<file path="src/core_cfg_pkg.sv">
`default_nettype none

package core_cfg_pkg;

  // One issue slot per functional unit
  localparam int NUM_FU = 4; // FUs and slots

  // ROB ages wrap modulo 2**ROB_IDX_W
  localparam int ROB_IDX_W = 4; // ROB index width

  localparam int TAG_W = 6;   // Physical register tag
  localparam int INST_W = 32; // Instruction word

endpackage

`default_nettype wire

</file>
<file path="src/rs_types_pkg.sv">
`default_nettype none

package rs_types_pkg;

  // Kind of unit bound to each slot
  typedef enum logic [1:0] {
    FU_ALU    = 2'd0, // Integer ALU
    FU_MULT   = 2'd1, // Multiplier
    FU_MEM    = 2'd2, // Load/store
    FU_BRANCH = 2'd3  // Branch unit
  } fu_kind_t;

  // Entry i gives the kind of slot i
  typedef fu_kind_t [core_cfg_pkg::NUM_FU-1:0] fu_kind_list_t;

  // Two ALUs, one multiplier, one memory port and no branch unit
  localparam fu_kind_list_t FU_KINDS_DEFAULT = '{
    FU_MEM,  // Slot 3
    FU_MULT, // Slot 2
    FU_ALU,  // Slot 1
    FU_ALU   // Slot 0
  };

endpackage

`default_nettype wire

</file>
<file path="src/rs_dispatch_alloc.sv">
`default_nettype none

module rs_dispatch_alloc #(
  parameter int                          NUM_FU   = core_cfg_pkg::NUM_FU,
  parameter rs_types_pkg::fu_kind_list_t FU_KINDS = rs_types_pkg::FU_KINDS_DEFAULT
) (
  input  logic                   en,
  input  logic                   dispatch_en,
  input  logic                   rollback_en,
  input  rs_types_pkg::fu_kind_t disp_kind,
  input  logic [NUM_FU-1:0]      slot_free_next,
  output logic [NUM_FU-1:0]      slot_write,
  output logic                   disp_accept
);

  logic [NUM_FU-1:0] kind_match; // Slot serves the dispatched kind
  logic [NUM_FU-1:0] candidate;  // Right kind and free by next edge
  logic [NUM_FU-1:0] pick;       // Lowest candidate, one-hot
  logic              allow;      // Dispatch may proceed this cycle

  always_comb begin
    for (int i = 0; i < NUM_FU; i++) begin
      kind_match[i] = (FU_KINDS[i] == disp_kind);
    end
  end

  assign candidate = kind_match & slot_free_next;

  // Priority pick, slot 0 first
  always_comb begin
    logic found;
    found = 1'b0;
    pick  = '0;
    for (int i = 0; i < NUM_FU; i++) begin
      if (candidate[i] && !found) begin
        pick[i] = 1'b1;
        found   = 1'b1;
      end
    end
  end

  // No dispatch during a rollback or a hold
  assign allow = dispatch_en && en && !rollback_en;

  assign slot_write  = allow ? pick : '0;
  assign disp_accept = |slot_write; // Lost if no slot of that kind frees

endmodule

`default_nettype wire

</file>
<file path="src/rs_slot.sv">
`default_nettype none

module rs_slot #(
  parameter rs_types_pkg::fu_kind_t KIND      = rs_types_pkg::FU_ALU,
  parameter int                     ROB_IDX_W = core_cfg_pkg::ROB_IDX_W,
  parameter int                     TAG_W     = core_cfg_pkg::TAG_W
) (
  input  logic                            clock,
  input  logic                            reset,
  input  logic                            en,
  input  logic                            write,
  input  rs_types_pkg::fu_kind_t          disp_kind,
  input  logic [core_cfg_pkg::INST_W-1:0] disp_inst,
  input  logic [ROB_IDX_W-1:0]            disp_rob_idx,
  input  logic [TAG_W-1:0]                disp_dest_tag,
  input  logic [TAG_W-1:0]                disp_src1_tag,
  input  logic                            disp_src1_ready,
  input  logic [TAG_W-1:0]                disp_src2_tag,
  input  logic                            disp_src2_ready,
  input  logic                            cdb_en,
  input  logic [TAG_W-1:0]                cdb_tag,
  input  logic                            rollback_en,
  input  logic [ROB_IDX_W-1:0]            rollback_idx,
  input  logic [ROB_IDX_W-1:0]            rob_tail_idx,
  input  logic                            grant,
  output logic                            req,
  output logic                            free_next,
  output logic [core_cfg_pkg::INST_W-1:0] entry_inst,
  output logic [ROB_IDX_W-1:0]            entry_rob_idx,
  output logic [TAG_W-1:0]                entry_dest_tag,
  output logic [TAG_W-1:0]                entry_src1_tag,
  output logic [TAG_W-1:0]                entry_src2_tag
);

  logic                 busy;
  logic                 src1_ready;
  logic                 src2_ready;
  logic                 src1_ok;    // Ready now, CDB included
  logic                 src2_ok;
  logic                 in1_ready;  // Incoming source, CDB included
  logic                 in2_ready;
  logic [ROB_IDX_W-1:0] tail_dist;
  logic [ROB_IDX_W-1:0] entry_dist;
  logic                 squash;
  logic                 load;
  logic                 take;       // Entry moves to the issue register

  assign load = write && (disp_kind == KIND); // Allocator already matched kind

  assign src1_ok = src1_ready || (cdb_en && (cdb_tag == entry_src1_tag));
  assign src2_ok = src2_ready || (cdb_en && (cdb_tag == entry_src2_tag));

  assign in1_ready = disp_src1_ready || (cdb_en && (cdb_tag == disp_src1_tag));
  assign in2_ready = disp_src2_ready || (cdb_en && (cdb_tag == disp_src2_tag));

  // Younger than the rollback point, ages taken modulo ROB size
  assign tail_dist  = rob_tail_idx - rollback_idx;
  assign entry_dist = entry_rob_idx - rollback_idx;
  assign squash     = busy && rollback_en && (tail_dist >= entry_dist);

  assign req       = busy && src1_ok && src2_ok && !squash;
  assign take      = req && grant;
  assign free_next = !busy || take || squash;

  always_ff @(posedge clock) begin
    if (reset) begin
      busy       <= 1'b0;
      src1_ready <= 1'b0;
      src2_ready <= 1'b0;
    end else if (en) begin
      if (load) begin
        busy       <= 1'b1;
        src1_ready <= in1_ready;
        src2_ready <= in2_ready;
      end else if (take || squash) begin
        busy <= 1'b0; // Handed over or killed
      end else begin
        src1_ready <= src1_ok; // Keep CDB wakeups
        src2_ready <= src2_ok;
      end
    end
  end

  // Payload, only meaningful while busy
  always_ff @(posedge clock) begin
    if (en && load) begin
      entry_inst     <= disp_inst;
      entry_rob_idx  <= disp_rob_idx;
      entry_dest_tag <= disp_dest_tag;
      entry_src1_tag <= disp_src1_tag;
      entry_src2_tag <= disp_src2_tag;
    end
  end

endmodule

`default_nettype wire

</file>
<file path="src/rs_issue_regs.sv">
`default_nettype none

module rs_issue_regs #(
  parameter int NUM_FU    = core_cfg_pkg::NUM_FU,
  parameter int ROB_IDX_W = core_cfg_pkg::ROB_IDX_W,
  parameter int TAG_W     = core_cfg_pkg::TAG_W
) (
  input  logic                                         clock,
  input  logic                                         reset,
  input  logic                                         en,
  input  logic [NUM_FU-1:0]                            slot_req,
  input  logic [NUM_FU-1:0][core_cfg_pkg::INST_W-1:0]  slot_inst,
  input  logic [NUM_FU-1:0][ROB_IDX_W-1:0]             slot_rob_idx,
  input  logic [NUM_FU-1:0][TAG_W-1:0]                 slot_dest_tag,
  input  logic [NUM_FU-1:0][TAG_W-1:0]                 slot_src1_tag,
  input  logic [NUM_FU-1:0][TAG_W-1:0]                 slot_src2_tag,
  input  logic [NUM_FU-1:0]                            fu_ready,
  input  logic                                         rollback_en,
  input  logic [ROB_IDX_W-1:0]                         rollback_idx,
  input  logic [ROB_IDX_W-1:0]                         rob_tail_idx,
  output logic [NUM_FU-1:0]                            slot_grant,
  output logic [NUM_FU-1:0]                            issue_valid,
  output logic [NUM_FU-1:0][core_cfg_pkg::INST_W-1:0]  issue_inst,
  output logic [NUM_FU-1:0][ROB_IDX_W-1:0]             issue_rob_idx,
  output logic [NUM_FU-1:0][TAG_W-1:0]                 issue_dest_tag,
  output logic [NUM_FU-1:0][TAG_W-1:0]                 issue_src1_tag,
  output logic [NUM_FU-1:0][TAG_W-1:0]                 issue_src2_tag
);

  logic [ROB_IDX_W-1:0]             tail_dist;
  logic [NUM_FU-1:0][ROB_IDX_W-1:0] reg_dist;
  logic [NUM_FU-1:0]                reg_squash; // Held entry is younger than rollback
  logic [NUM_FU-1:0]                load;

  assign tail_dist = rob_tail_idx - rollback_idx;

  always_comb begin
    for (int i = 0; i < NUM_FU; i++) begin
      reg_dist[i]   = issue_rob_idx[i] - rollback_idx;
      reg_squash[i] = issue_valid[i] && rollback_en && (tail_dist >= reg_dist[i]);
      // Room by next edge: empty, drained or killed
      slot_grant[i] = en && (!issue_valid[i] || fu_ready[i] || reg_squash[i]);
      load[i]       = slot_req[i] && slot_grant[i];
    end
  end

  always_ff @(posedge clock) begin
    if (reset) begin
      issue_valid <= '0;
    end else if (en) begin
      for (int i = 0; i < NUM_FU; i++) begin
        if (load[i]) begin
          issue_valid[i] <= 1'b1;
        end else if (fu_ready[i] || reg_squash[i]) begin
          issue_valid[i] <= 1'b0;
        end
      end
    end
  end

  always_ff @(posedge clock) begin
    for (int i = 0; i < NUM_FU; i++) begin
      if (en && load[i]) begin
        issue_inst[i]     <= slot_inst[i];
        issue_rob_idx[i]  <= slot_rob_idx[i];
        issue_dest_tag[i] <= slot_dest_tag[i];
        issue_src1_tag[i] <= slot_src1_tag[i];
        issue_src2_tag[i] <= slot_src2_tag[i];
      end
    end
  end

endmodule

`default_nettype wire

</file>
<file path="src/rs_top.sv">
`default_nettype none

module rs_top #(
  parameter int                          NUM_FU    = core_cfg_pkg::NUM_FU,
  parameter int                          ROB_IDX_W = core_cfg_pkg::ROB_IDX_W,
  parameter int                          TAG_W     = core_cfg_pkg::TAG_W,
  parameter rs_types_pkg::fu_kind_list_t FU_KINDS  = rs_types_pkg::FU_KINDS_DEFAULT
) (
  input  logic                                         clock,
  input  logic                                         reset,
  input  logic                                         en,
  input  logic                                         dispatch_en,
  input  rs_types_pkg::fu_kind_t                       disp_kind,
  input  logic [core_cfg_pkg::INST_W-1:0]              disp_inst,
  input  logic [ROB_IDX_W-1:0]                         disp_rob_idx,
  input  logic [TAG_W-1:0]                             disp_dest_tag,
  input  logic [TAG_W-1:0]                             disp_src1_tag,
  input  logic                                         disp_src1_ready,
  input  logic [TAG_W-1:0]                             disp_src2_tag,
  input  logic                                         disp_src2_ready,
  input  logic                                         cdb_en,
  input  logic [TAG_W-1:0]                             cdb_tag,
  input  logic                                         rollback_en,
  input  logic [ROB_IDX_W-1:0]                         rollback_idx,
  input  logic [ROB_IDX_W-1:0]                         rob_tail_idx,
  input  logic [NUM_FU-1:0]                            fu_ready,
  output logic                                         disp_accept,
  output logic [NUM_FU-1:0]                            issue_valid,
  output logic [NUM_FU-1:0][core_cfg_pkg::INST_W-1:0]  issue_inst,
  output logic [NUM_FU-1:0][ROB_IDX_W-1:0]             issue_rob_idx,
  output logic [NUM_FU-1:0][TAG_W-1:0]                 issue_dest_tag,
  output logic [NUM_FU-1:0][TAG_W-1:0]                 issue_src1_tag,
  output logic [NUM_FU-1:0][TAG_W-1:0]                 issue_src2_tag
);

  import core_cfg_pkg::*;

  logic [NUM_FU-1:0]              slot_write;     // One-hot from the allocator
  logic [NUM_FU-1:0]              slot_free_next;
  logic [NUM_FU-1:0]              slot_req;
  logic [NUM_FU-1:0]              slot_grant;
  logic [NUM_FU-1:0][INST_W-1:0]  slot_inst;
  logic [NUM_FU-1:0][ROB_IDX_W-1:0] slot_rob_idx;
  logic [NUM_FU-1:0][TAG_W-1:0]   slot_dest_tag;
  logic [NUM_FU-1:0][TAG_W-1:0]   slot_src1_tag;
  logic [NUM_FU-1:0][TAG_W-1:0]   slot_src2_tag;

  rs_dispatch_alloc #(
    .NUM_FU   (NUM_FU),
    .FU_KINDS (FU_KINDS)
  ) u_alloc (
    .en             (en),
    .dispatch_en    (dispatch_en),
    .rollback_en    (rollback_en),
    .disp_kind      (disp_kind),
    .slot_free_next (slot_free_next),
    .slot_write     (slot_write),
    .disp_accept    (disp_accept)
  );

  // One slot per FU, each bound to its kind
  for (genvar g = 0; g < NUM_FU; g++) begin : g_slot
    rs_slot #(
      .KIND      (FU_KINDS[g]),
      .ROB_IDX_W (ROB_IDX_W),
      .TAG_W     (TAG_W)
    ) u_slot (
      .clock           (clock),
      .reset           (reset),
      .en              (en),
      .write           (slot_write[g]),
      .disp_kind       (disp_kind),
      .disp_inst       (disp_inst),
      .disp_rob_idx    (disp_rob_idx),
      .disp_dest_tag   (disp_dest_tag),
      .disp_src1_tag   (disp_src1_tag),
      .disp_src1_ready (disp_src1_ready),
      .disp_src2_tag   (disp_src2_tag),
      .disp_src2_ready (disp_src2_ready),
      .cdb_en          (cdb_en),
      .cdb_tag         (cdb_tag),
      .rollback_en     (rollback_en),
      .rollback_idx    (rollback_idx),
      .rob_tail_idx    (rob_tail_idx),
      .grant           (slot_grant[g]),
      .req             (slot_req[g]),
      .free_next       (slot_free_next[g]),
      .entry_inst      (slot_inst[g]),
      .entry_rob_idx   (slot_rob_idx[g]),
      .entry_dest_tag  (slot_dest_tag[g]),
      .entry_src1_tag  (slot_src1_tag[g]),
      .entry_src2_tag  (slot_src2_tag[g])
    );
  end

  rs_issue_regs #(
    .NUM_FU    (NUM_FU),
    .ROB_IDX_W (ROB_IDX_W),
    .TAG_W     (TAG_W)
  ) u_issue (
    .clock          (clock),
    .reset          (reset),
    .en             (en),
    .slot_req       (slot_req),
    .slot_inst      (slot_inst),
    .slot_rob_idx   (slot_rob_idx),
    .slot_dest_tag  (slot_dest_tag),
    .slot_src1_tag  (slot_src1_tag),
    .slot_src2_tag  (slot_src2_tag),
    .fu_ready       (fu_ready),
    .rollback_en    (rollback_en),
    .rollback_idx   (rollback_idx),
    .rob_tail_idx   (rob_tail_idx),
    .slot_grant     (slot_grant),
    .issue_valid    (issue_valid),
    .issue_inst     (issue_inst),
    .issue_rob_idx  (issue_rob_idx),
    .issue_dest_tag (issue_dest_tag),
    .issue_src1_tag (issue_src1_tag),
    .issue_src2_tag (issue_src2_tag)
  );

endmodule

`default_nettype wire

</file>
<file path="config.mk">
export PLATFORM = sky130hd
export DESIGN_NAME = rs_top
export DESIGN_NICKNAME = d
export VERILOG_FILES = /design/src/core_cfg_pkg.sv /design/src/rs_types_pkg.sv /design/src/rs_dispatch_alloc.sv /design/src/rs_slot.sv /design/src/rs_issue_regs.sv /design/src/rs_top.sv
export SDC_FILE = /design/constraint.sdc
export NUM_CORES = 1
export LEC_CHECK = 0
export ABC_AREA = 1
export BUFFER_PORTS_ARGS = -buffer_cell sky130_fd_sc_hd__buf_2
export CORE_UTILIZATION = 26
export CTS_CLUSTER_SIZE = 16
export DETAILED_ROUTE_END_ITERATION = 10
export SLEW_MARGIN = 20
export SYNTH_ARGS = -nofsm -noshare
export SYNTH_HDL_FRONTEND = slang
export SYNTH_SLANG_ARGS = --single-unit
</file>
<file path="constraint.sdc">
create_clock -name clock -period 7.9 [get_ports clock]
set_input_delay 1.975 -clock clock [delete_from_list [all_inputs] [get_ports clock]]
set_output_delay 1.975 -clock clock [all_outputs]
set_load 0.01 [all_outputs]
</file>
Word-level counts from Yosys, hierarchy flattened --
Index checks and enable logic that the tools add are counted.
Cells by class: equal/unequal tests 18, multiplexer cells 39, add/subtract/negate cells 9, $lt $le $gt $ge 8, bitwise logic cells 1, reductions and logical operators 135
Operator list (number):
- 1-bit logical AND | 63
- 6-bit == test | 10
- 1-bit two-way mux | 38
- 4-bit subtractor | 9
- 1-bit logical OR | 34
- 4-bit greater-or-equal comparator | 8
- 2-bit AND reduction | 12
- 1-bit zero test | 16
- 2-bit nonzero test | 8
- 2-bit by 1-bit inequality test with 1-bit output (second input constant) | 4
- 4-bit AND | 1
- 4-bit two-way mux | 1
- 4-bit OR reduction | 1
- 1-bit by 2-bit == test with 1-bit output (first input constant) | 1
- 2-bit by 1-bit == test with 1-bit output (second input constant) | 1
- 2-bit == test (first input constant) | 1
- 2-bit == test (second input constant) | 1
- 2-bit zero test | 1
Storage, ports and cells: register bits 448, input bits 82, word-level logic and storage cells 266, output and inout bits 221

Logic depth before layout (Yosys ltp) --
depth in word-level cells 24, gate-level depth with buffers 22, depth with buffers taken out 22

Modules after synthesis --
Synthesis repeated with hierarchy kept, for this count alone.
Unflattened totals: cells, all modules 1268, area, all modules 17968.5 µm²
By module, submodules not included:
- rs_issue_regs | instances 1, area an instance 7742.4 µm², cells each 390, seq. area each 6566.3 µm²
- rs_slot at g_slot[0].u_slot ... | instances 2, area an instance 2536.2 µm², cells each 215, seq. area each 1681.6 µm²
- rs_slot at g_slot[2].u_slot ... | instances 2, area an instance 2533.7 µm², cells each 215, seq. area each 1681.6 µm²
- rs_dispatch_alloc | instances 1, area an instance 86.3 µm², cells each 18, seq. area each 0.0 µm²

Least setup slack after synthesis --
Ideal clock, no wire load.
kind input port to flip-flop, start input port rollback_idx[1], end register u_issue.issue_dest_tag[10] in the netlist's numbering (enable), path buffers 0, required time 7400 ps, path slack 457 ps, setup time 500 ps, stages 14, data arrival time 6943 ps, path through inv_1 -> ha_1 -> nand2_1 -> o21ai_0 -> xor2_1 -> ha_1 -> nand2_1 -> inv_1 -> nand3_1 -> nand3_1 -> nand2_1 -> nand2_1 -> nand4_4 -> a31oi_1
On the way: word-level cells in the longest chain between the ends 7, elaborated cells on any way between the ends 13, those cells by class 3 x add/sub; 2 x order compare; 8 x reduce/logical
Ends and longest elaborated chain:
- from (decl) | line rs_top.sv:24 | input logic [ROB_IDX_W-1:0] rollback_idx,
- 4-bit subtractor, on equally long branches
- 4-bit greater-or-equal comparator, on equally long branches | line rs_slot.sv:59, rs_issue_regs.sv:40
- 1-bit logical AND, on equally long branches | line rs_slot.sv:59, rs_issue_regs.sv:40
- 1-bit zero test / 1-bit logical OR (equally long branches) | line rs_slot.sv:61, rs_issue_regs.sv:42
- 1-bit logical AND, on equally long branches | line rs_slot.sv:61, rs_issue_regs.sv:42
- 1-bit logical AND * | line rs_issue_regs.sv:43 | load[i] = slot_req[i] && slot_grant[i];
- 1-bit logical AND * | line rs_issue_regs.sv:63 | if (en && load[i]) begin
- to (signal, indexed assignment) | line rs_issue_regs.sv:66 | issue_dest_tag[i] <= slot_dest_tag[i];
- to (decl) | line rs_issue_regs.sv:25 | output logic [NUM_FU-1:0][TAG_W-1:0] issue_dest_tag,
Every way passes the cells marked *; elsewhere a longest branch is shown, timed or not. A chain may end at the register's enable or synchronous reset.

Final worst setup path --
start input port rollback_idx[2], end output port disp_accept
On the way: word-level cells in the longest chain between the ends 21, elaborated cells on any way between the ends 68, those cells by class 9 x add/sub; 8 x order compare; 7 x mux; 1 x bitwise; 43 x reduce/logical
Ends and longest elaborated chain:
- 4-bit subtractor, on equally long branches
- 4-bit greater-or-equal comparator, on equally long branches | line rs_slot.sv:59, rs_issue_regs.sv:40
- 1-bit logical AND, on equally long branches | line rs_slot.sv:59, rs_issue_regs.sv:40
- 1-bit zero test / 1-bit logical OR (equally long branches) | line rs_slot.sv:61, rs_issue_regs.sv:42
- 1-bit logical AND, on equally long branches | line rs_slot.sv:61, rs_issue_regs.sv:42
- 1-bit logical AND | line rs_slot.sv:62 | assign take = req && grant;
- 1-bit logical OR (2 in a row) | line rs_slot.sv:63 | assign free_next = !busy || take || squash;
- 4-bit AND * | line rs_dispatch_alloc.sv:27 | assign candidate = kind_match & slot_free_next;
- (+4 left out)
- 1-bit zero test | line rs_dispatch_alloc.sv:35 | if (candidate[i] && !found) begin
- 1-bit logical AND | line rs_dispatch_alloc.sv:35
- 1-bit two-way mux | line rs_dispatch_alloc.sv:35
- 1-bit zero test | line rs_dispatch_alloc.sv:35
- 1-bit logical AND | line rs_dispatch_alloc.sv:35
- 1-bit two-way mux | line rs_dispatch_alloc.sv:35
- 4-bit two-way mux * | line rs_dispatch_alloc.sv:45 | assign slot_write = allow ? pick : '0;
- 4-bit OR reduction * | line rs_dispatch_alloc.sv:46 | assign disp_accept = |slot_write;
- to (decl) | line rs_top.sv:27 | output logic disp_accept,
Marked as above.

==> impl_metrics.ini <==
[detailed_routing]
drc = 0
drt-total-wl_mm = 45.19
num_vias = 9557
drtAntennaViolNets = 0
via_per_inst = 4.208
wire_per_inst_um = 19.90
firstDrtPassIters = 6
dr.first_iter.drc_count = 506

[sta]
hold_violations = 0
finalCritPeriodShare_pct = 85.23
fmaxAchievable_mhz = 148.5
tightest_slew_ns = 1.069
min_period_ns = 6.733
slew_headroom_pct = 28.72
worst_clock_skew_ns = 0.02582
setup_ws_ns = 1.167
setup_viol = 0
rsz0062_at_grt = no
drv_slew = 0
tns_ns = 0

[pwr]
power.density_nw_per_um2 = 240.7
p_leak_uw = 0.007911
vdd_drop_max_uv = 159.3

[synthesis]
async_flop_share_pct = 0
netlist_area_um2 = 16840
yosysUniqueCellTypes = 47
synth_top_flop_cell = edfxtp_1
yosys_warnings = 0
syn_area_per_cell_um2 = 16.31
ys_ff_latch = 448
synth-edff-count = 432
yosysSeqAreaShare_pct = 78.92
synth_cells = 1033
syn_nets = 1183

[die]
fp.coreArea_um2 = 63540
start_util_pct = 26.51
die_h_um = 256.5
die_w_um = 256.5
die_area_um2 = 65810
rows = 92
io_pins = 303

[outcome]
status = finished clean

[cells_and_area]
syn_to_final_growth_pct = 24.73
nets = 1540
final_area_um2 = 21010
layout_commonest_cell = edfxtp_1
drive_gt1_share_pct = 29.71
mostFrequentLayoutCells = edfxtp_1 (432), buf_2 (302), nand2_1 (145)

[clock_network]
clock_latency_ns = 0.57
post_cts_resized = 0
cts_made_buffers = 48
clk_pin_slew_ns = 0.06
cts_hold_buf = 0
clk_root_buffer_cell = clkbuf_16
cts_setup_buffers = 0
htreeDepth = 2
cts.sinks = 448
clk_path_buf_depth = 3
tritoncts = yes

[placement]
place_ws_ns = 1.171
placed_area_um2 = 19490
dpl.hpwl_mm = 31.26
gp_congestion = 0.8284
port_buffers = 302

[setup_path]
cpMostUsedCell = nand2_1
crit_slowest_cell = ha_1
slowest_delay_ns = 0.34
required_ns = 5.93
crit_family = simple AND/OR/NAND/NOR gates
cp-start-kind = primary input
crit_chain = buf_2 -> inv_1 -> buf_4 -> ha_1 -> a21oi_1 -> o21ai_0 -> xor2_1 -> buf_4 -> ha_1 -> a21oi_1 -> nand3_1 -> nand3_1 -> nand2_1 -> nand2_1 -> inv_1 -> nand3_2 -> nand3_2 -> nand2_1 -> nand4_1 -> buf_2
crit_arrival_ns = 4.76
worstPathMaxFanout = 9
critPathKind = in -> out
cp.buffers_inverters = 6
end_kind = primary output

[global_route]
track_usage_pct = 13.60
grt_pass1_vias = 10200
grt_max_degree = 56
grt_pass1_wl_mm = 66.32
antenna_found_initial = 1
overflow = 0

[worst_hold_path]
min_path_type = reg -> reg

[job]
drv_cap = 0
## report_power, final
part / switching [uW] / internal, uW / total [uW]
clock network: 912 / 1260 / 2170
logic: 168 / 103 / 270
registers: 8.16 / 2610 / 2620
## stage by stage
stage	utilization (%)	power (uW)	hold WS [ns]	cells
floorplan	-	2840	0.4003	1033
global placement	30.67	2927	0.4004	2186
detailed placement	30.67	2941	0.4045	2186
CTS	33.06	5120	0.4109	2270
global route	33.06	5243	0.4134	2270
finish	33.06	5057	0.4142	2271
## per-layer routing
layer	global-route usage (%)	part of all wire (%)	up-vias
met1	16.67	42	4802
met3	5.111	8.3	61
met2	22.51	48	268
li1	-	-	4424
met5	0	0.038	-
met4	3.307	1.8	2
## worst paths after layout
kind	startpoint	cells after the start	to	slack, ns
min	g_slot[1].u_slot.entry_inst[12]	0	u_issue.issue_inst[44]	0.41
min reg2reg	g_slot[1].u_slot.entry_inst[12]	0	u_issue.issue_inst[44]	0.41
max	rollback_idx[2]	20	disp_accept	1.17
max reg2reg	u_issue.issue_rob_idx[0]	17	g_slot[0].u_slot.entry_inst[10]	4.00
## worst reg2reg max path, delay by kind of cell (launching register included)
kind                       cells  cell delay [ns]
buffers and inverters          5             1.34
adders and majority gates      3             0.80
and+or+nand+nor                8             0.79
DFF                            1             0.43
xor gates and xnor gates       1             0.27
## synth_stat cells (all sizes together) (7+ instances only)
cell	n	area share [%]
nand3	49	1.8
inv	108	2.5
fa	9	1.1
o21ai	16	0.50
xor2	7	0.36
nor2	60	1.4
nand2	149	3.4
buf	11	0.57
edfxtp	432	77
a21oi	33	1.0
nand4	15	0.77
dfxtp	16	1.9
xnor2	40	2.1
ha	59	4.4
## state kept, by name, indices dropped and copies added (netlist names)
| signal | count |
|---|---|
| u_issue.issue_dest_tag | 24 |
| g_slot.u_slot.entry_src1_tag | 24 |
| u_issue.issue_valid | 4 |
| g_slot.u_slot.busy | 4 |
| g_slot.u_slot.entry_src2_tag | 24 |
| g_slot.u_slot.src2_ready | 4 |
| g_slot.u_slot.src1_ready | 4 |
| g_slot.u_slot.entry_dest_tag | 24 |
| u_issue.issue_rob_idx | 16 |
| g_slot.u_slot.entry_rob_idx | 16 |
| g_slot.u_slot.entry_inst | 128 |
| u_issue.issue_inst | 128 |
| u_issue.issue_src2_tag | 24 |
| u_issue.issue_src1_tag | 24 |
## cells by family (layout without fill, tap and decap cells)
logic type / Yosys count / after routing / synth area share, %
buffers and inverters: 122 / 513 / 3.127
adder cells (fa/ha/maj): 68 / 68 / 5.452
other: 0 / 1 / 0
flip-flops: 448 / 448 / 78.92
XOR/XNOR: 47 / 47 / 2.444
AO/OA/AOI/OAI: 70 / 70 / 2.444
AND/OR/NAND/NOR: 278 / 278 / 7.614
## area by class of cell
type,count,area [um2]
Multi-Input combinational cell,463,3047
Tap cell,846,1059
Clock buffer,62,1336
Fill cell,6243,42530
Inverter,110,426.7
Antenna cell,1,2.502
Timing Repair Buffer,319,1664
Clock inverter,22,181.4
Sequential cell,448,13290
Power figures use the tool's default switching activity.
